==> config.mk <==
export PLATFORM = sky130hd
export DESIGN_NAME = sys_video_top
export DESIGN_NICKNAME = d
export VERILOG_FILES = /design/src/source/hps_io_pkg.sv /design/src/source/video_sync_pkg.sv /design/src/source/csync_gen.sv /design/src/source/io_cmd_decoder.sv /design/src/source/sync_polarity_fix.sv /design/src/source/sys_video_top.sv
export SDC_FILE = /design/constraint.sdc
export NUM_CORES = 1
export LEC_CHECK = 0
export BUFFER_PORTS_ARGS = -buffer_cell sky130_fd_sc_hd__buf_2
export CAP_MARGIN = 20
export CORE_AREA = 2 2 89 177
export DETAILED_ROUTE_END_ITERATION = 8
export DIE_AREA = 0 0 91 179
export GPL_TIMING_DRIVEN = 1
export PLACE_DENSITY_LB_ADDON = 0.08
export SKIP_CTS_REPAIR_TIMING = 1
export SLEW_MARGIN = 20
export SYNTH_ARGS = -nofsm -noshare
export SYNTH_HDL_FRONTEND = slang
export SYNTH_SLANG_ARGS = --single-unit
export TNS_END_PERCENT = 30
==> constraint.sdc <==
create_clock -name clk_sys -period 4.8 [get_ports clk_sys]
set_clock_uncertainty 0.2 [all_clocks]
set_input_delay 0.72 -clock clk_sys [delete_from_list [all_inputs] [get_ports clk_sys]]
set_output_delay 0.72 -clock clk_sys [all_outputs]
set_load 0.005 [all_outputs]
==> src/source/hps_io_pkg.sv <==
`default_nettype none

package hps_io_pkg;

	//////////////////////////////
	// Widths
	//////////////////////////////

	// One host transfer word
	localparam int IO_WORD_W = 16;

	// Board LED bus
	localparam int LED_W = 8;

	typedef logic [IO_WORD_W-1:0] io_word_t;

	// Strobed host port, select frames a whole command
	typedef struct packed {
		logic     select;
		logic     strobe;
		io_word_t data;
	} io_bus_t;

	//////////////////////////////
	// Commands
	//////////////////////////////

	// Opcode sits in data[7:0] of the first word
	typedef enum logic [7:0] {
		CMD_CFG = 8'h01,
		CMD_LED = 8'h25
	} io_opcode_e;

	// Config word bit for composite sync
	localparam int CFG_CSYNC_BIT = 3;

	// LED word with the overtake mask in the upper byte
	typedef struct packed {
		logic [LED_W-1:0] overtake;
		logic [LED_W-1:0] state;
	} led_ctrl_t;

endpackage

`default_nettype wire

==> src/source/video_sync_pkg.sv <==
`default_nettype none

package video_sync_pkg;

	//////////////////////////////
	// Sync channels
	//////////////////////////////

	// Number of sync signals that get a polarity normaliser
	localparam int SYNC_CHANNELS = 2;

	// Loop index of each channel
	typedef enum logic [0:0] {
		SYNC_H = 1'b0,
		SYNC_V = 1'b1
	} sync_chan_e;

	//////////////////////////////
	// Sync pair
	//////////////////////////////

	// Bit k of the pair is channel k, so hs is the LSB
	typedef struct packed {
		logic vs;
		logic hs;
	} sync_pair_t;

endpackage

`default_nettype wire

==> src/source/csync_gen.sv <==
`timescale 1ns/1ns
`default_nettype none

module csync_gen #(
	parameter int CNT_W = 16
) (
	input  wire                             clk_sys,
	input  wire                             resetd,
	input  wire video_sync_pkg::sync_pair_t i_sync,
	input  wire                             i_csync_en,
	output logic                            o_hsync_pin,
	output logic                            o_vsync_pin
);

	logic             hs_q;
	logic             hs_edge;
	logic [CNT_W-1:0] h_cnt;
	logic [CNT_W-1:0] space_len;
	logic [CNT_W-1:0] hs_len;
	logic [CNT_W-1:0] shift_pt;
	logic             shift_hs;
	logic             csync_vs;
	logic             csync;

	assign hs_edge = hs_q ^ i_sync.hs;

	// Shifted pulse starts one pulse width before the next hsync
	assign shift_pt = space_len - hs_len;

	//////////////////////////////
	// Line and pulse lengths
	//////////////////////////////

	always_ff @(posedge clk_sys) begin
		if (resetd) begin
			hs_q      <= 1'b0;
			h_cnt     <= '0;
			space_len <= '0;
			hs_len    <= '0;
		end else begin
			hs_q <= i_sync.hs;
			if (hs_edge) begin
				h_cnt <= '0;
				// Low part of the line ends at the rising edge
				if (i_sync.hs) begin
					space_len <= h_cnt;
				end else begin
					hs_len <= h_cnt;
				end
			end else if (~&h_cnt) begin
				h_cnt <= h_cnt + 1'b1;
			end
		end
	end

	//////////////////////////////
	// Composite sync
	//////////////////////////////

	always_ff @(posedge clk_sys) begin
		if (resetd) begin
			shift_hs <= 1'b0;
			csync_vs <= 1'b0;
		end else begin
			csync_vs <= i_sync.vs;
			if (!i_sync.vs) begin
				shift_hs <= i_sync.hs;
			end else if (h_cnt == shift_pt) begin
				shift_hs <= 1'b1;
			end else if (hs_edge && i_sync.hs) begin
				shift_hs <= 1'b0;
			end
		end
	end

	assign csync = csync_vs ^ shift_hs;

	// Output pins
	always_ff @(posedge clk_sys) begin
		if (resetd) begin
			o_hsync_pin <= 1'b0;
			o_vsync_pin <= 1'b0;
		end else begin
			o_hsync_pin <= i_csync_en ? csync : i_sync.hs;
			o_vsync_pin <= i_sync.vs & ~i_csync_en;
		end
	end

	a_csync_follows_hs: assert property (
		@(posedge clk_sys) disable iff (resetd)
		!$past(i_sync.vs) |-> (csync == $past(i_sync.hs))
	);

endmodule

`default_nettype wire

==> src/source/io_cmd_decoder.sv <==
`timescale 1ns/1ns
`default_nettype none

module io_cmd_decoder (
	input  wire                          clk_sys,
	input  wire                          resetd,
	input  wire hps_io_pkg::io_bus_t     i_io,
	input  wire [hps_io_pkg::LED_W-1:0]  i_status,
	output logic                         o_csync_en,
	output logic [hps_io_pkg::LED_W-1:0] o_led
);

	hps_io_pkg::io_bus_t    io_q;
	logic                   strobe_q;
	logic                   strobe_rise;
	logic                   cmd_pending;
	hps_io_pkg::io_opcode_e cmd_op;
	logic                   cfg_csync;
	hps_io_pkg::led_ctrl_t  led_ctrl;

	//////////////////////////////
	// Strobe edge detect
	//////////////////////////////

	// Host port sampled once and the strobe delayed again for the edge
	always_ff @(posedge clk_sys) begin
		if (resetd) begin
			io_q     <= '0;
			strobe_q <= 1'b0;
		end else begin
			io_q     <= i_io;
			strobe_q <= io_q.strobe;
		end
	end

	assign strobe_rise = io_q.select & io_q.strobe & ~strobe_q;

	//////////////////////////////
	// Command framing
	//////////////////////////////

	// First selected strobe carries the opcode
	always_ff @(posedge clk_sys) begin
		if (resetd) begin
			cmd_pending <= 1'b0;
			cmd_op      <= hps_io_pkg::io_opcode_e'(8'h00);
		end else if (!io_q.select) begin
			cmd_pending <= 1'b0;
		end else if (strobe_rise && !cmd_pending) begin
			cmd_pending <= 1'b1;
			cmd_op      <= hps_io_pkg::io_opcode_e'(io_q.data[7:0]);
		end
	end

	// Data words of the pending command
	always_ff @(posedge clk_sys) begin
		if (resetd) begin
			cfg_csync <= 1'b0;
			led_ctrl  <= '0;
		end else if (strobe_rise && cmd_pending) begin
			case (cmd_op)
				hps_io_pkg::CMD_CFG: begin
					cfg_csync <= io_q.data[hps_io_pkg::CFG_CSYNC_BIT];
				end
				hps_io_pkg::CMD_LED: begin
					led_ctrl <= hps_io_pkg::led_ctrl_t'(io_q.data);
				end
				// Unknown opcodes just swallow their words
				default: ;
			endcase
		end
	end

	//////////////////////////////
	// Outputs
	//////////////////////////////

	assign o_csync_en = cfg_csync;

	// Overtaken bits come from the host and the rest show status
	assign o_led = (led_ctrl.overtake & led_ctrl.state) |
		(~led_ctrl.overtake & i_status);

	// Select low on the port leaves no command pending two clocks on
	a_pending_cleared: assert property (
		@(posedge clk_sys) disable iff (resetd)
		!i_io.select |-> ##2 !cmd_pending
	);

endmodule

`default_nettype wire

==> src/source/sync_polarity_fix.sv <==
`timescale 1ns/1ns
`default_nettype none

module sync_polarity_fix #(
	parameter int CNT_W = 16
) (
	input  wire  clk_sys,
	input  wire  resetd,
	input  wire  i_sync,
	output logic o_sync,
	output logic o_pol
);

	logic             s1;
	logic             s2;
	logic             edge_seen;
	logic [CNT_W-1:0] run_cnt;
	logic [CNT_W-1:0] high_len;
	logic [CNT_W-1:0] low_len;
	logic             pol;

	// Two stage sampler
	always_ff @(posedge clk_sys) begin
		if (resetd) begin
			s1 <= 1'b0;
			s2 <= 1'b0;
		end else begin
			s1 <= i_sync;
			s2 <= s1;
		end
	end

	assign edge_seen = s1 ^ s2;

	//////////////////////////////
	// Run lengths
	//////////////////////////////

	always_ff @(posedge clk_sys) begin
		if (resetd) begin
			run_cnt  <= '0;
			high_len <= '0;
			low_len  <= '0;
		end else if (edge_seen) begin
			run_cnt <= '0;
			// Rising edge closes a low run
			if (s1) begin
				low_len <= run_cnt;
			end else begin
				high_len <= run_cnt;
			end
		end else if (~&run_cnt) begin
			run_cnt <= run_cnt + 1'b1;
		end
	end

	// Longer high phase means the pulse is active low
	always_ff @(posedge clk_sys) begin
		if (resetd) begin
			pol    <= 1'b0;
			o_sync <= 1'b0;
		end else begin
			pol    <= high_len > low_len;
			o_sync <= i_sync ^ pol;
		end
	end

	assign o_pol = pol;

	// Polarity moves two clocks after a sampled transition at most
	a_pol_after_edge: assert property (
		@(posedge clk_sys) disable iff (resetd)
		$changed(pol) |-> $past(edge_seen, 2)
	);

endmodule

`default_nettype wire

==> src/source/sys_video_top.sv <==
`timescale 1ns/1ns
`default_nettype none

module sys_video_top #(
	parameter int CNT_W = 16
) (
	input  wire                             clk_sys,
	input  wire                             resetd,
	input  wire hps_io_pkg::io_bus_t        i_io,
	input  wire video_sync_pkg::sync_pair_t i_sync,
	output wire video_sync_pkg::sync_pair_t o_sync,
	output wire                             o_hsync_pin,
	output wire                             o_vsync_pin,
	output wire [hps_io_pkg::LED_W-1:0]     o_led
);

	logic [video_sync_pkg::SYNC_CHANNELS-1:0] sync_norm;
	logic [video_sync_pkg::SYNC_CHANNELS-1:0] sync_pol;
	logic                                     csync_en;
	logic [hps_io_pkg::LED_W-1:0]             led_status;

	//////////////////////////////
	// Host command port
	//////////////////////////////

	// Status shows detected polarity of H and V
	assign led_status = {
		{(hps_io_pkg::LED_W - 2){1'b0}},
		sync_pol[video_sync_pkg::SYNC_V],
		sync_pol[video_sync_pkg::SYNC_H]
	};

	io_cmd_decoder u_cmd (
		.clk_sys    (clk_sys),
		.resetd     (resetd),
		.i_io       (i_io),
		.i_status   (led_status),
		.o_csync_en (csync_en),
		.o_led      (o_led)
	);

	//////////////////////////////
	// Sync normalisers
	//////////////////////////////

	for (genvar k = 0; k < video_sync_pkg::SYNC_CHANNELS; k++) begin : g_sync_fix
		sync_polarity_fix #(
			.CNT_W (CNT_W)
		) u_fix (
			.clk_sys (clk_sys),
			.resetd  (resetd),
			.i_sync  (i_sync[k]),
			.o_sync  (sync_norm[k]),
			.o_pol   (sync_pol[k])
		);
	end

	assign o_sync = '{
		hs: sync_norm[video_sync_pkg::SYNC_H],
		vs: sync_norm[video_sync_pkg::SYNC_V]
	};

	// Composite sync and pin select
	csync_gen #(
		.CNT_W (CNT_W)
	) u_csync (
		.clk_sys     (clk_sys),
		.resetd      (resetd),
		.i_sync      (o_sync),
		.i_csync_en  (csync_en),
		.o_hsync_pin (o_hsync_pin),
		.o_vsync_pin (o_vsync_pin)
	);

endmodule

`default_nettype wire

After elaboration in Yosys (flattened, before gate mapping)
Index checks and enable logic that the tools add are counted.
W data, S select, Z words.
{"block": "word_totals", "regBits": 202, "wordCells": 84}
{"block": "classes", "n_addsub": 4, "n_lt_le_gt_ge": 2, "n_eq_ne": 4, "muxes": 4, "bitwise": 19, "reduce_logical": 20}
{"op": "$add A16 B1 Y16 const B", "count": 3}
{"op": "$reduce_and A16 Y1", "count": 3}
{"op": "$gt A16 B16 Y1", "count": 2}
{"op": "$reduce_and A2 Y1", "count": 9}
{"op": "$eq A16 B16 Y1", "count": 1}
{"op": "$sub A16 B16 Y16", "count": 1}
{"op": "$and A8 B2 Y8", "count": 1}
{"op": "$and A8 B8 Y8", "count": 1}
{"op": "$eq A8 B1 Y1 const B", "count": 1}
{"op": "$eq A8 B6 Y1 const B", "count": 1}
{"op": "$not A8 Y8", "count": 1}
{"op": "$or A8 B8 Y8", "count": 1}
{"op": "$reduce_or A2 Y1", "count": 4}
{"op": "$not A1 Y1", "count": 6}
{"op": "$xor A1 B1 Y1", "count": 6}
{"op": "$mux W1", "count": 4}
{"op": "$and A1 B1 Y1", "count": 3}
{"op": "$logic_and A1 B1 Y1", "count": 3}
{"op": "$ne A3 B1 Y1 const B", "count": 1}
{"op": "$logic_not A1 Y1", "count": 1}

Depth between registers and ports, before layout
Gate-level depths: netlist of run 1.
{"block": "logic_depth", "word_depth": 5, "ltp_mapped": 10, "ltp_nobuf": 10}

By module
Synthesis of run 1 repeated with hierarchy kept, for this count alone.
{"block": "hier_totals", "cells_unflattened": 1061, "hier_area_um2": 9811.9}
{"mod": "sync_polarity_fix", "instances": 2, "cells_per_inst": 269, "area_per_inst_um2": 2449.8, "seq_area_each_um2": 1041.0}
{"mod": "csync_gen", "instances": 1, "cells_per_inst": 366, "area_per_inst_um2": 3180.6, "seq_area_each_um2": 1061.0}
{"mod": "io_cmd_decoder", "instances": 1, "cells_per_inst": 156, "area_per_inst_um2": 1727.9, "seq_area_each_um2": 900.9}
{"mod": "sys_video_top", "instances": 1, "cells_per_inst": 1, "area_per_inst_um2": 3.8, "seq_area_each_um2": 0.0}

Worst setup path before layout of run 1
Ideal clock, no wire load.
{"block": "synth_path", "path_type": "flip-flop to flip-flop", "from": "register u_csync.space_len[0]", "to": "register u_csync.shift_hs", "setup_time_ns": 0.069, "arrival_ns": 2.421, "required_ns": 4.531, "path_slack_ns": 2.110, "path_stages_with_launch": 11, "path_buffers": 0, "period_less_slack_ns": 2.690, "cell_sequence": "dfxtp_1 > inv_1 > ha_1 > fa_1 > o22ai_1 > a2111oi_2 > o2111ai_1 > a211oi_1 > o2111ai_1 > or4_1 > o21ai_1"}
{"block": "synth_via", "elab_chain_len": 4, "elab_cells_between_ends": 5, "classes_between": "add/sub (1); eq/ne (2); mux (2)"}
{"item": "from (decl)", "line": "csync_gen.sv:18", "source": "logic [CNT_W-1:0] space_len;"}
{"item": "from (signal assigned)", "line": "csync_gen.sv:46", "source": "space_len <= h_cnt;"}
{"item": "$sub A16 B16 Y16 (*)", "line": "csync_gen.sv:28", "source": "assign shift_pt = space_len - hs_len;"}
{"item": "$eq A16 B16 Y1 (*)", "line": "csync_gen.sv:68", "source": "end else if (h_cnt == shift_pt) begin"}
{"item": "$mux W1", "line": "csync_gen.sv:68"}
{"item": "$mux W1", "line": "csync_gen.sv:66", "source": "if (!i_sync.vs) begin"}
{"item": "to (signal assigned)", "line": "csync_gen.sv:67", "source": "shift_hs <= i_sync.hs;"}
{"item": "to (decl)", "line": "csync_gen.sv:21", "source": "logic shift_hs;"}
Mark *: on every way between the ends. The rest lies on a longest branch, timed or not.
A chain may end at the register's enable or synchronous reset.

Worst setup path in the final report of run 1
Same ends and word-level chain as after synthesis.

==> metrics.txt, run 1 <==
# TYPE chip_impl_metric gauge
chip_impl_metric{name="routed-via-count",unit=""} 7023
chip_impl_metric{name="die_h",unit="um"} 179
chip_impl_metric{name="number_of_buffers_created_by_cts",unit=""} 19
chip_impl_metric{name="worst_ep_arrival_time",unit="ns"} 3.15
chip_impl_metric{name="timing_worst_slew_pin_value",unit="ns"} 1.08
chip_impl_metric{name="number_of_enable_type_register_cells_in_the_synthesized_netlist",unit=""} 0
chip_impl_info{name="critical_path_class",value="flip-flop to flip-flop"} 1
chip_impl_metric{name="synthesis.area_per_instance",unit="um^2"} 9.04
chip_impl_metric{name="max_cap_violations",unit=""} 0
chip_impl_metric{name="finalCriticalPeriod",unit="ns"} 2.93
chip_impl_info{name="rsz_0062_raised_after_global_routing",value="false"} 1
chip_impl_metric{name="ff_latch_area",unit="um^2"} 4040
chip_impl_metric{name="post-route-cell-area",unit="um^2"} 10400
chip_impl_metric{name="placedInstanceArea",unit="um^2"} 9720
chip_impl_metric{name="required",unit="ns"} 5.02
chip_impl_metric{name="finalSetupTns",unit="ns"} 0
chip_impl_metric{name="die_area",unit="um^2"} 16300
chip_impl_metric{name="wl_per_cell",unit="um"} 14.5
chip_impl_metric{name="route.final.wire_length",unit="um"} 18300
chip_impl_metric{name="start_util",unit="%"} 63.2
chip_impl_info{name="cts-root-buf",value="sky130_fd_sc_hd__clkbuf_16"} 1
chip_impl_metric{name="multi_input_area",unit="um^2"} 5010
chip_impl_metric{name="max-vdd-ir-drop",unit="mV"} 0.355
chip_impl_metric{name="slew_headroom",unit="%"} 28.1
chip_impl_info{name="ys_dominant_reg_cell",value="sky130_fd_sc_hd__dfxtp_1"} 1
chip_impl_metric{name="setup_slack",unit="ns"} 1.87
chip_impl_metric{name="synth_warnings",unit=""} 0
chip_impl_info{name="crit_path_start_kind",value="flip-flop"} 1
chip_impl_metric{name="avgViaCountPerCell",unit=""} 5.57
chip_impl_metric{name="grt_remaining_overflow",unit=""} 0
chip_impl_metric{name="synthDominantCellAreaShare",unit="%"} 42.5
chip_impl_metric{name="pwr_density_cell",unit="nW/um^2"} 332
chip_impl_metric{name="dieWidth",unit="um"} 91
chip_impl_metric{name="wl_met2",unit="um"} 8920
chip_impl_metric{name="layout.core_utilization",unit="%"} 68.8
chip_impl_metric{name="grt_pass1_vias",unit=""} 6827
chip_impl_metric{name="wire_length_of_the_first_global_routing_pass",unit="um"} 30900
chip_impl_metric{name="core.rowCount",unit=""} 64
chip_impl_metric{name="final-max-slew-violation-count",unit=""} 0
chip_impl_metric{name="finalHoldViolCount",unit=""} 0
chip_impl_metric{name="met3_wirelength",unit="um"} 600
chip_impl_info{name="synthMostInstantiatedCell",value="sky130_fd_sc_hd__dfxtp_1"} 1
chip_impl_info{name="worst_hold_path_type",value="primary input to flip-flop"} 1
chip_impl_metric{name="diodes",unit=""} 0
chip_impl_metric{name="clock_sinks",unit=""} 202
chip_impl_metric{name="synth_seq_area_share",unit="%"} 42.5
chip_impl_metric{name="cts-root-to-sink-buffers",unit=""} 3
chip_impl_metric{name="worst_slack_after_detailed_placement",unit="ns"} 1.92
chip_impl_info{name="cell_type_with_the_highest_aggregate_area_in_the_netlist",value="sky130_fd_sc_hd__dfxtp_1"} 1
chip_impl_metric{name="syn2layout_area_growth",unit="%"} 8.74
chip_impl_metric{name="postSynthNetCount",unit=""} 1132
chip_impl_metric{name="drt_pass1_iterations",unit=""} 5
chip_impl_metric{name="syn_area",unit="um^2"} 9520
chip_impl_metric{name="ctsHtreeMaxLevel",unit=""} 1
chip_impl_metric{name="final_antenna_net_count",unit=""} 0
chip_impl_metric{name="placeableCoreArea",unit="um^2"} 15100
chip_impl_metric{name="worst_skew_pair.late_latency",unit="ns"} 0.49
chip_impl_metric{name="grt_max_degree",unit=""} 85
chip_impl_metric{name="finalCritPeriodShare",unit="%"} 61.1
chip_impl_info{name="cts_tree",value="built"} 1
chip_impl_metric{name="ratio_of_cells_with_drive_above_1_in_the_final_layout",unit="%"} 8.37
chip_impl_metric{name="globalRouteTotalUtil",unit="%"} 22.6
chip_impl_metric{name="ios",unit=""} 34
chip_impl_metric{name="globalplace.congestion",unit=""} 0.896
chip_impl_metric{name="post_synth_num_cell_types",unit=""} 72
chip_impl_metric{name="synthArstFlopShare",unit="%"} 0
chip_impl_info{name="worstSetupEndpointType",value="flip-flop"} 1
chip_impl_info{name="status",value="completed"} 1
chip_impl_info{name="post_synth_main_area_contributors",value="sky130_fd_sc_hd__dfxtp_1, sky130_fd_sc_hd__mux2i_1, sky130_fd_sc_hd__ha_1, sky130_fd_sc_hd__nor2_1, sky130_fd_sc_hd__xnor2_1"} 1
chip_impl_metric{name="ys_seq_elements",unit=""} 202
chip_impl_metric{name="port_buffers",unit=""} 33
chip_impl_metric{name="drt-met1-wl",unit="um"} 8200
chip_impl_metric{name="maxClockFrequency",unit="GHz"} 0.341
chip_impl_metric{name="final_nets",unit=""} 1131
chip_impl_info{name="ys_top_cells_by_count",value="sky130_fd_sc_hd__dfxtp_1, sky130_fd_sc_hd__nor2_1, sky130_fd_sc_hd__mux2i_1, sky130_fd_sc_hd__nand2_1, sky130_fd_sc_hd__inv_1"} 1
chip_impl_metric{name="finalSetupViolations",unit=""} 0
chip_impl_metric{name="worstPathMaxFanout",unit=""} 3
chip_impl_metric{name="num-fill-cells",unit=""} 1311
chip_impl_metric{name="dpl.hpwl",unit="um"} 12700
chip_impl_metric{name="cts.clk_slew.worst_paths",unit="ns"} 0.07
chip_impl_info{name="highest_layer",value="met4"} 1
chip_impl_metric{name="initial_antenna_violation_count",unit=""} 0
chip_impl_metric{name="leakagePower",unit="nW"} 3.97
chip_impl_metric{name="drt_iter0_drc",unit=""} 284
chip_impl_metric{name="fin_total_pwr",unit="mW"} 3.44
chip_impl_metric{name="syn_inst_count",unit=""} 1053
chip_impl_metric{name="post-route-drc-count",unit=""} 0
-- through the flow --
| stage | hold slack [ns] | instances |
|---|---|---|
| 6_report | 0.235 | 1261 |
| 5_1_grt | 0.228 | 1261 |
| 4_1_cts | 0.216 | 1261 |
| 3_5_place_dp | 0.229 | 1229 |
| 3_3_place_gp | 0.226 | 1229 |
| 2_1_floorplan | 0.222 | 1053 |
-- flip-flops by register name (all words and copies together) (netlist names) --
signal,cells
g_sync_fix.u_fix.high_len,32
g_sync_fix.u_fix.low_len,32
g_sync_fix.u_fix.run_cnt,32
u_cmd.io_q,18
u_cmd.led_ctrl,16
u_csync.h_cnt,16
u_csync.hs_len,16
u_csync.space_len,16
u_cmd.cmd_op,8
g_sync_fix.u_fix.o_pol,2
g_sync_fix.u_fix.o_sync,2
g_sync_fix.u_fix.s1,2
g_sync_fix.u_fix.s2,2
u_cmd.cmd_pending,1
u_cmd.o_csync_en,1
u_cmd.strobe_q,1
u_csync.csync_vs,1
u_csync.hs_q,1
u_csync.o_hsync_pin,1
u_csync.o_vsync_pin,1
u_csync.shift_hs,1
-- final timing paths --
kind | endpoint | slack (ns) | from | depth (start not counted)
min | u_cmd.io_q[9] | 0.23 | i_io[9] | 2
max reg2reg | u_csync.shift_hs | 1.87 | u_csync.space_len[0] | 10
min reg2reg | u_cmd.led_ctrl[9] | 0.24 | u_cmd.io_q[9] | 2
max | u_csync.shift_hs | 1.87 | u_csync.space_len[0] | 10
-- cells in the final DEF, fill, tap and decap left out, types with 3 or more instances in the layout --
| cell type | instances |
|---|---|
| sky130_fd_sc_hd__dfxtp_1 | 202 |
| sky130_fd_sc_hd__nor2_1 | 177 |
| sky130_fd_sc_hd__mux2i_1 | 111 |
| sky130_fd_sc_hd__nand2_1 | 67 |
| sky130_fd_sc_hd__inv_1 | 62 |
| sky130_fd_sc_hd__ha_1 | 56 |
| sky130_fd_sc_hd__a21oi_1 | 42 |
| sky130_fd_sc_hd__xnor2_1 | 35 |
| sky130_fd_sc_hd__buf_2 | 32 |
| sky130_fd_sc_hd__nand3_1 | 26 |
| sky130_fd_sc_hd__nor2b_1 | 26 |
| sky130_fd_sc_hd__xor2_1 | 20 |
| sky130_fd_sc_hd__clkbuf_16 | 19 |
| sky130_fd_sc_hd__nand4_1 | 17 |
| sky130_fd_sc_hd__o21ai_0 | 16 |
| sky130_fd_sc_hd__a21o_1 | 12 |
| sky130_fd_sc_hd__nor3_1 | 10 |
| sky130_fd_sc_hd__and2_1 | 9 |
| sky130_fd_sc_hd__and3_1 | 9 |
| sky130_fd_sc_hd__a211oi_1 | 7 |
| sky130_fd_sc_hd__nand2b_1 | 6 |
| sky130_fd_sc_hd__and4_1 | 6 |
| sky130_fd_sc_hd__o21a_1 | 6 |
| sky130_fd_sc_hd__o211ai_1 | 6 |
| sky130_fd_sc_hd__clkinv_2 | 6 |
| sky130_fd_sc_hd__nor4_1 | 4 |
| sky130_fd_sc_hd__o21ai_1 | 4 |
| sky130_fd_sc_hd__or3_1 | 4 |
| sky130_fd_sc_hd__or2_2 | 3 |
| sky130_fd_sc_hd__o2111ai_1 | 3 |
| sky130_fd_sc_hd__bufinv_16 | 3 |
| sky130_fd_sc_hd__buf_4 | 3 |
-- routing by layer --
metal | GRT usage, % | vias up
met3 | 2.56 | 39
met2 | 39.7 | 131
met5 | 0 | -
li1 | - | 3574
met1 | 28.4 | 3279
met4 | 8.59 | 0
-- power by group --
part / total [mW] / switching, mW / internal, mW / leakage [nW]
combinational: 0.176 / 0.0985 / 0.0779 / 2.02
sequential: 1.72 / 0.0230 / 1.70 / 1.64
clock: 1.54 / 0.634 / 0.906 / 0.318
total: 3.44 / 0.756 / 2.69 / 3.97
-- critical path, stage by stage, from the launching register on --
cell and delay, ns:
sky130_fd_sc_hd__dfxtp_1 0.34, sky130_fd_sc_hd__inv_1 0.05, sky130_fd_sc_hd__ha_1 0.22, sky130_fd_sc_hd__fa_1 0.54, sky130_fd_sc_hd__o22ai_1 0.10, sky130_fd_sc_hd__a2111oi_2 0.33
sky130_fd_sc_hd__o2111ai_1 0.17, sky130_fd_sc_hd__a211oi_1 0.19, sky130_fd_sc_hd__o2111ai_1 0.14, sky130_fd_sc_hd__or4_1 0.48, sky130_fd_sc_hd__o21ai_1 0.12
-- logic make-up after synthesis --
| kind of cell | synth area share, % |
|---|---|
| and+or+nand+nor | 19.3 |
| DFF | 42.5 |
| AOI/OAI and AO/OA | 8.82 |
| buffers and inverters | 4.91 |
| muxes | 11.9 |
| adders and majority gates | 7.57 |
| xor gates and xnor gates | 5.06 |
-- final cells by class --
class                   instances  area share (%)
clock inverters                12            1.43
multi-input cells             732            48.4
clock buffers                  20            4.73
repair buffers                 35            1.76
flip-flops and latches        202            39.1
well taps                     198            2.39
inverters                      62            2.25
Power figures use the tool's default switching activity.
==> run 2, diff against run 1 <==
Settings changed: CORE_AREA 2 2 89 177 to 2 2 91 181, DIE_AREA 0 0 91 179 to 0 0 93 183.
Clock period 4.8 ns to 2.8 ns, I/O delays scaled along.
==> run 2 against run 1 <==
Effect of this change:
- the flow now finishes with violations (negative hold slack, negative setup slack)
- via count increased by 1.0%
- die area up 4.5%
- global-route usage fell by 0.16 points
- non-clock buffer count rose by 42
- maximum frequency grew 2.9%
- flip-flop and latch count unchanged
==> metrics.txt, run 2 (synthesis results as in run 1) <==
# TYPE chip_impl_metric gauge
chip_impl_info{name="status",value="finished with violations"} 1
chip_impl_info{name="violations_in_the_final_reports",value="negative hold slack, negative setup slack"} 1
chip_impl_metric{name="diodes",unit=""} 0
chip_impl_metric{name="fin_total_pwr",unit="mW"} 5.78
chip_impl_metric{name="final_nets",unit=""} 1173
chip_impl_metric{name="number_of_buffers_created_by_cts",unit=""} 19
chip_impl_info{name="crit_path_start_kind",value="flip-flop"} 1
chip_impl_info{name="cts-root-buf",value="sky130_fd_sc_hd__clkbuf_16"} 1
chip_impl_metric{name="route.final.wire_length",unit="um"} 19100
chip_impl_metric{name="max_cap_violations",unit=""} 0
chip_impl_metric{name="start_util",unit="%"} 61.0
chip_impl_metric{name="cts-root-to-sink-buffers",unit=""} 3
chip_impl_metric{name="cts.clk_slew.worst_paths",unit="ns"} 0.07
chip_impl_info{name="worst_path_max_delay_cell",value="sky130_fd_sc_hd__fa_1"} 1
chip_impl_metric{name="place.detailed.instances",unit=""} 1254
chip_impl_metric{name="placeableCoreArea",unit="um^2"} 15600
chip_impl_metric{name="worstPathMaxFanout",unit=""} 2
chip_impl_info{name="final_common_cell",value="sky130_fd_sc_hd__dfxtp_1"} 1
chip_impl_metric{name="worst_slack_after_detailed_placement",unit="ns"} -0.0964
chip_impl_metric{name="post-route-drc-count",unit=""} 0
chip_impl_metric{name="post-route-cell-area",unit="um^2"} 10700
chip_impl_metric{name="grt_pass1_vias",unit=""} 6800
chip_impl_info{name="cts_tree",value="built"} 1
chip_impl_metric{name="final_antenna_net_count",unit=""} 0
chip_impl_metric{name="pwr_density_cell",unit="nW/um^2"} 540
chip_impl_metric{name="finalSetupViolations",unit=""} 1
chip_impl_metric{name="final-max-slew-violation-count",unit=""} 0
chip_impl_metric{name="max-vdd-ir-drop",unit="mV"} 0.580
chip_impl_metric{name="routed-via-count",unit=""} 7093
chip_impl_metric{name="timing.reg2reg.worst_path_depth",unit=""} 10
chip_impl_metric{name="ratio_of_cells_with_drive_above_1_in_the_final_layout",unit="%"} 10.3
chip_impl_metric{name="avgViaCountPerCell",unit=""} 5.44
chip_impl_metric{name="timing_worst_slew_pin_value",unit="ns"} 0.697
chip_impl_info{name="critical_path_class",value="flip-flop to flip-flop"} 1
chip_impl_metric{name="die_area",unit="um^2"} 17000
chip_impl_info{name="largestRegisters",value="g_sync_fix.u_fix.high_len (32), g_sync_fix.u_fix.low_len (32), g_sync_fix.u_fix.run_cnt (32)"} 1
chip_impl_metric{name="leakagePower",unit="nW"} 4.14
chip_impl_info{name="worst_setup_path_startpoint",value="u_csync.space_len[0]"} 1
chip_impl_metric{name="cpPeakStageDelay",unit="ns"} 0.48
chip_impl_metric{name="maxClockFrequency",unit="GHz"} 0.351
chip_impl_metric{name="finalSetupTns",unit="ns"} -0.0507
chip_impl_metric{name="wl_per_cell",unit="um"} 14.6
chip_impl_info{name="critPathMostFrequentCell",value="sky130_fd_sc_hd__o2111ai_1"} 1
chip_impl_metric{name="wire_length_of_the_first_global_routing_pass",unit="um"} 32000
chip_impl_metric{name="initial_antenna_violation_count",unit=""} 0
chip_impl_metric{name="reg2reg_slack",unit="ns"} -0.05
chip_impl_metric{name="grt_max_degree",unit=""} 157
chip_impl_metric{name="finalCritPeriodShare",unit="%"} 102
chip_impl_metric{name="ctsHtreeMaxLevel",unit=""} 1
chip_impl_metric{name="syn2layout_area_growth",unit="%"} 12.5
chip_impl_info{name="hold_path_startpoint",value="i_sync[1]"} 1
chip_impl_metric{name="grt_remaining_overflow",unit=""} 0
chip_impl_info{name="most-common-layout-cells",value="sky130_fd_sc_hd__dfxtp_1, sky130_fd_sc_hd__nor2_1, sky130_fd_sc_hd__mux2i_1"} 1
chip_impl_metric{name="dieWidth",unit="um"} 93
chip_impl_info{name="rr_startpoint",value="u_csync.space_len[0]"} 1
chip_impl_metric{name="drt_pass1_iterations",unit=""} 7
chip_impl_metric{name="layout.core_utilization",unit="%"} 68.6
chip_impl_metric{name="finalHoldViolCount",unit=""} 1
chip_impl_metric{name="globalplace.congestion",unit=""} 0.864
chip_impl_metric{name="slew_headroom",unit="%"} 52.9
chip_impl_info{name="regToRegEndpoint",value="u_csync.shift_hs"} 1
chip_impl_metric{name="setup_slack",unit="ns"} -0.0507
chip_impl_info{name="critical_path.cell_chain",value="inv_1, ha_2, fa_1, buf_4, a2111oi_4, o2111ai_1, a211oi_1, o2111ai_1, or4_1, o21ai_1"} 1
chip_impl_metric{name="hold_slack",unit="ns"} -0.00266
chip_impl_metric{name="ios",unit=""} 34
chip_impl_metric{name="clock_sinks",unit=""} 202
chip_impl_metric{name="worst_ep_arrival_time",unit="ns"} 3.08
chip_impl_info{name="worstHoldEndpoint",value="g_sync_fix[1].u_fix.s1"} 1
chip_impl_info{name="worst_hold_path_type",value="primary input to flip-flop"} 1
chip_impl_info{name="rsz_0062_raised_after_global_routing",value="true"} 1
chip_impl_info{name="worstSetupEndpointType",value="flip-flop"} 1
chip_impl_metric{name="worst_skew_pair.late_latency",unit="ns"} 0.49
chip_impl_metric{name="finish.cell_count_without_fillers",unit=""} 1305
chip_impl_metric{name="port_buffers",unit=""} 33
chip_impl_metric{name="placedInstanceArea",unit="um^2"} 9900
chip_impl_metric{name="finalCriticalPeriod",unit="ns"} 2.85
chip_impl_metric{name="dpl.hpwl",unit="um"} 12800
chip_impl_metric{name="core.rowCount",unit=""} 65
chip_impl_metric{name="hold-path-cell-count",unit=""} 2
chip_impl_metric{name="globalRouteTotalUtil",unit="%"} 22.5
chip_impl_metric{name="required",unit="ns"} 3.03
chip_impl_metric{name="drt_iter0_drc",unit=""} 330
chip_impl_metric{name="die_h",unit="um"} 183
run 2: worst max path at each step:
stage | end | slack [ns] | cells after the start
2_1_floorplan | u_csync.shift_hs | 0.11 | 10
3_3_place_gp | u_csync.shift_hs | -0.04 | 10
3_5_place_dp | u_csync.shift_hs | -0.1 | 10
4_1_cts | u_csync.shift_hs | -0.10 | 10
5_1_grt | u_csync.shift_hs | -0.19 | 10
6_report | u_csync.shift_hs | -0.05 | 10
run 2: critical path, delay by kind of cell (launching register included):
family          cells  cell delay (ns)
compound gates      5             0.99
buf+inv             2             0.20
simple gates        1             0.41
flops               1             0.32
fa+ha+maj           2             0.66
run 2: metal layers:
layer  global-route usage, %  share of wire, %  vias to the layer above
li1                        -                 -                     3647
met1                    30.2                47                     3302
met2                    38.6                48                      116
met3                    2.51               3.4                       28
met4                    5.53               1.9                        0
met5                       0                 0                        -
run 2: area by class of cell:
class	instances	area [um^2]
tap	201	251
multi-input combinational	732	5030
clock inverter	10	88.8
clock buffer	21	503
timing repair buffer	77	558
sequential	202	4050
inverter	62	233
fill	1305	4900
run 2: power breakdown:
part / internal, mW / total, mW / switching, mW
registers: 2.92 / 2.96 / 0.0397
clock network: 1.39 / 2.49 / 1.10
logic: 0.162 / 0.342 / 0.180
total: 4.47 / 5.78 / 1.32
==> run 3, diff against run 2 <==
Settings changed: CORE_AREA 2 2 91 181 to 2 2 101 201, DIE_AREA 0 0 93 183 to 0 0 103 203.
==> run 3 against run 2 <==
Effect of this change:
- the run ends with negative setup slack left
- sequential power hardly changed
- core utilization down 11 points
- critical path depth unchanged
- highest routed layer unchanged
- die area rose by 23%
- non-clock buffer count increased by 6
- largest cell class unchanged
- power increased by 11%
==> metrics.txt, run 3 (synthesis results as in run 1) <==
# TYPE chip_impl_metric gauge
chip_impl_info{name="status",value="finished with violations"} 1
chip_impl_info{name="violations_in_the_final_reports",value="negative setup slack"} 1
chip_impl_metric{name="drt_iter0_drc",unit=""} 202
chip_impl_metric{name="ratio_of_cells_with_drive_above_1_in_the_final_layout",unit="%"} 11.5
chip_impl_metric{name="worst_skew_pair.late_latency",unit="ns"} 0.50
chip_impl_metric{name="clock_sinks",unit=""} 202
chip_impl_metric{name="finalSetupTns",unit="ns"} -0.0595
chip_impl_metric{name="dieWidth",unit="um"} 103
chip_impl_metric{name="power_frac_seq",unit="%"} 46.2
chip_impl_info{name="worst_path_max_delay_cell",value="sky130_fd_sc_hd__fa_1"} 1
chip_impl_metric{name="fin_total_pwr",unit="mW"} 6.40
chip_impl_metric{name="clkPwrFrac",unit="%"} 48.2
chip_impl_info{name="hold_path_startpoint",value="i_sync[0]"} 1
chip_impl_metric{name="finalSetupViolations",unit=""} 1
chip_impl_metric{name="globalRouteTotalUtil",unit="%"} 20.5
chip_impl_info{name="rr_startpoint",value="u_csync.space_len[0]"} 1
chip_impl_metric{name="post-route-drc-count",unit=""} 0
chip_impl_metric{name="finish.cell_count_without_fillers",unit=""} 1374
chip_impl_metric{name="p_switching",unit="mW"} 1.38
chip_impl_metric{name="global_route.usage.met2",unit="%"} 39.5
chip_impl_metric{name="route.final.wire_length",unit="um"} 20800
chip_impl_metric{name="number_of_buffers_created_by_cts",unit=""} 20
chip_impl_metric{name="cts.clk_slew.worst_paths",unit="ns"} 0.07
chip_impl_metric{name="num-fill-cells",unit=""} 1849
chip_impl_metric{name="finalHoldViolCount",unit=""} 0
chip_impl_info{name="cts_tree",value="built"} 1
chip_impl_info{name="rsz_0062_raised_after_global_routing",value="true"} 1
chip_impl_metric{name="worst_slack_after_detailed_placement",unit="ns"} -0.127
chip_impl_info{name="worstHoldEndpoint",value="g_sync_fix[0].u_fix.s1"} 1
chip_impl_metric{name="met1_track_usage_gr",unit="%"} 21.5
chip_impl_info{name="top_usage_layer",value="met2"} 1
chip_impl_metric{name="port_buffers",unit=""} 33
chip_impl_metric{name="ios",unit=""} 34
chip_impl_info{name="largestRegisters",value="g_sync_fix.u_fix.high_len (32), g_sync_fix.u_fix.low_len (32), g_sync_fix.u_fix.run_cnt (32)"} 1
chip_impl_metric{name="worstPathMaxFanout",unit=""} 2
chip_impl_metric{name="required",unit="ns"} 3.04
chip_impl_metric{name="final_antenna_net_count",unit=""} 0
chip_impl_metric{name="wire_length_of_the_first_global_routing_pass",unit="um"} 34700
chip_impl_metric{name="cpPeakStageDelay",unit="ns"} 0.48
chip_impl_metric{name="die_area",unit="um^2"} 20900
chip_impl_metric{name="setup_slack",unit="ns"} -0.0595
chip_impl_metric{name="finalCritPeriodShare",unit="%"} 102
chip_impl_metric{name="dpl.hpwl",unit="um"} 14600
chip_impl_metric{name="timing_worst_slew_pin_value",unit="ns"} 0.784
chip_impl_metric{name="reg2reg_slack",unit="ns"} -0.06
chip_impl_metric{name="switching_share",unit="%"} 21.6
chip_impl_info{name="critical-path-top-delay-family",value="compound AO/OA/AOI/OAI gates"} 1
chip_impl_metric{name="die_h",unit="um"} 203
chip_impl_info{name="critPathMostFrequentCell",value="sky130_fd_sc_hd__o2111ai_1"} 1
chip_impl_metric{name="power.combinational.fraction",unit="%"} 5.6
chip_impl_metric{name="finalCriticalPeriod",unit="ns"} 2.86
chip_impl_info{name="regToRegEndpoint",value="u_csync.shift_hs"} 1
chip_impl_info{name="final_common_cell",value="sky130_fd_sc_hd__dfxtp_1"} 1
chip_impl_metric{name="p_int",unit="mW"} 5.01
chip_impl_metric{name="worst_ep_arrival_time",unit="ns"} 3.10
chip_impl_metric{name="worst-path-buf-inv",unit=""} 2
chip_impl_metric{name="core.rowCount",unit=""} 72
chip_impl_metric{name="avgViaCountPerCell",unit=""} 5.26
chip_impl_info{name="critical_path.cell_chain",value="inv_2, ha_4, fa_1, buf_4, a2111oi_4, o2111ai_1, a211oi_1, o2111ai_1, or4_4, o21ai_1"} 1
chip_impl_metric{name="wl_per_cell",unit="um"} 15.1
chip_impl_metric{name="maxClockFrequency",unit="GHz"} 0.350
chip_impl_metric{name="timing.reg2reg.worst_path_depth",unit=""} 10
chip_impl_info{name="crit_path_start_kind",value="flip-flop"} 1
chip_impl_metric{name="placeableCoreArea",unit="um^2"} 19300
chip_impl_metric{name="max-vdd-ir-drop",unit="mV"} 0.410
chip_impl_metric{name="cts-root-to-sink-buffers",unit=""} 3
chip_impl_metric{name="grt_max_degree",unit=""} 157
chip_impl_metric{name="ctsHtreeMaxLevel",unit=""} 1
chip_impl_metric{name="syn2layout_area_growth",unit="%"} 15.8
chip_impl_metric{name="pwr_density_cell",unit="nW/um^2"} 580
chip_impl_metric{name="start_util",unit="%"} 49.4
chip_impl_metric{name="routed-via-count",unit=""} 7224
chip_impl_info{name="cts-root-buf",value="sky130_fd_sc_hd__clkbuf_16"} 1
chip_impl_metric{name="grt_remaining_overflow",unit=""} 0
chip_impl_metric{name="place.detailed.instances",unit=""} 1317
chip_impl_metric{name="max_cap_violations",unit=""} 0
chip_impl_info{name="worstSetupEndpointType",value="flip-flop"} 1
chip_impl_metric{name="final_nets",unit=""} 1180
chip_impl_metric{name="global_route.usage.met3",unit="%"} 2.48
chip_impl_metric{name="drt_pass1_iterations",unit=""} 4
chip_impl_metric{name="final-max-slew-violation-count",unit=""} 0
chip_impl_info{name="most-common-layout-cells",value="sky130_fd_sc_hd__dfxtp_1, sky130_fd_sc_hd__nor2_1, sky130_fd_sc_hd__mux2i_1"} 1
chip_impl_metric{name="post-route-cell-area",unit="um^2"} 11000
chip_impl_metric{name="initial_antenna_violation_count",unit=""} 0
chip_impl_metric{name="globalplace.congestion",unit=""} 0.905
chip_impl_metric{name="hold-path-cell-count",unit=""} 2
chip_impl_metric{name="grt_pass1_vias",unit=""} 7298
chip_impl_metric{name="leakagePower",unit="nW"} 4.27
chip_impl_metric{name="placedInstanceArea",unit="um^2"} 10000
chip_impl_info{name="worst_hold_path_type",value="primary input to flip-flop"} 1
chip_impl_metric{name="slew_headroom",unit="%"} 47.8
chip_impl_metric{name="diodes",unit=""} 0
chip_impl_info{name="critical_path_class",value="flip-flop to flip-flop"} 1
run 3: worst max path at each step:
stage                     cells past startpoint  slack [ns]          endpoint                 start
after floorplan                              10        0.11  u_csync.shift_hs  u_csync.space_len[0]
after global placement                       10       -0.05  u_csync.shift_hs  u_csync.space_len[0]
after detailed placement                     10       -0.13  u_csync.shift_hs  u_csync.space_len[0]
after CTS                                    10       -0.12  u_csync.shift_hs  u_csync.space_len[0]
after global routing                         10       -0.21  u_csync.shift_hs  u_csync.space_len[0]
final                                        10       -0.06  u_csync.shift_hs  u_csync.space_len[0]
run 3: metal layers:
layer	share of wire, %	up-vias
met1	39	3438
met3	2.3	45
li1	-	3660
met5	0	-
met2	56	81
met4	3.3	0
run 3: metrics by stage:
stage	hold WS (ns)	utilization [%]
2_1_floorplan	0.222	-
3_3_place_gp	0.227	52.0
3_5_place_dp	0.230	52.0
4_1_cts	-0.0895	56.0
5_1_grt	0.0162	57.2
6_report	0.00529	57.2
run 3: final cells by class:
cell class	instances	area (um^2)	share of cell area, %
Tap cell	259	324	2.94
Clock buffer	22	528	4.79
Clock inverter	14	235	2.13
Multi-Input combinational cell	732	5050	45.8
Sequential cell	202	4050	36.7
Timing Repair Buffer	83	616	5.58
Inverter	62	233	2.11
run 3: power by group through the flow:
stage | logic, mW | registers, mW | clock network, mW
floorplan | 0.240 | 3.01 | 0
global placement | 0.328 | 3.02 | 0
detailed placement | 0.332 | 3.02 | 0
CTS | 0.333 | 2.95 | 3.17
global route | 0.394 | 2.96 | 3.29
finish | 0.359 | 2.96 | 3.08
run 3: worst reg2reg max path, stage by stage, from the launching register on:
cell	delay, ns
sky130_fd_sc_hd__dfxtp_2	0.33
sky130_fd_sc_hd__inv_2	0.04
sky130_fd_sc_hd__ha_4	0.15
sky130_fd_sc_hd__fa_1	0.48
sky130_fd_sc_hd__buf_4	0.16
sky130_fd_sc_hd__a2111oi_4	0.32
sky130_fd_sc_hd__o2111ai_1	0.14
sky130_fd_sc_hd__a211oi_1	0.24
sky130_fd_sc_hd__o2111ai_1	0.16
sky130_fd_sc_hd__or4_4	0.45
sky130_fd_sc_hd__o21ai_1	0.13
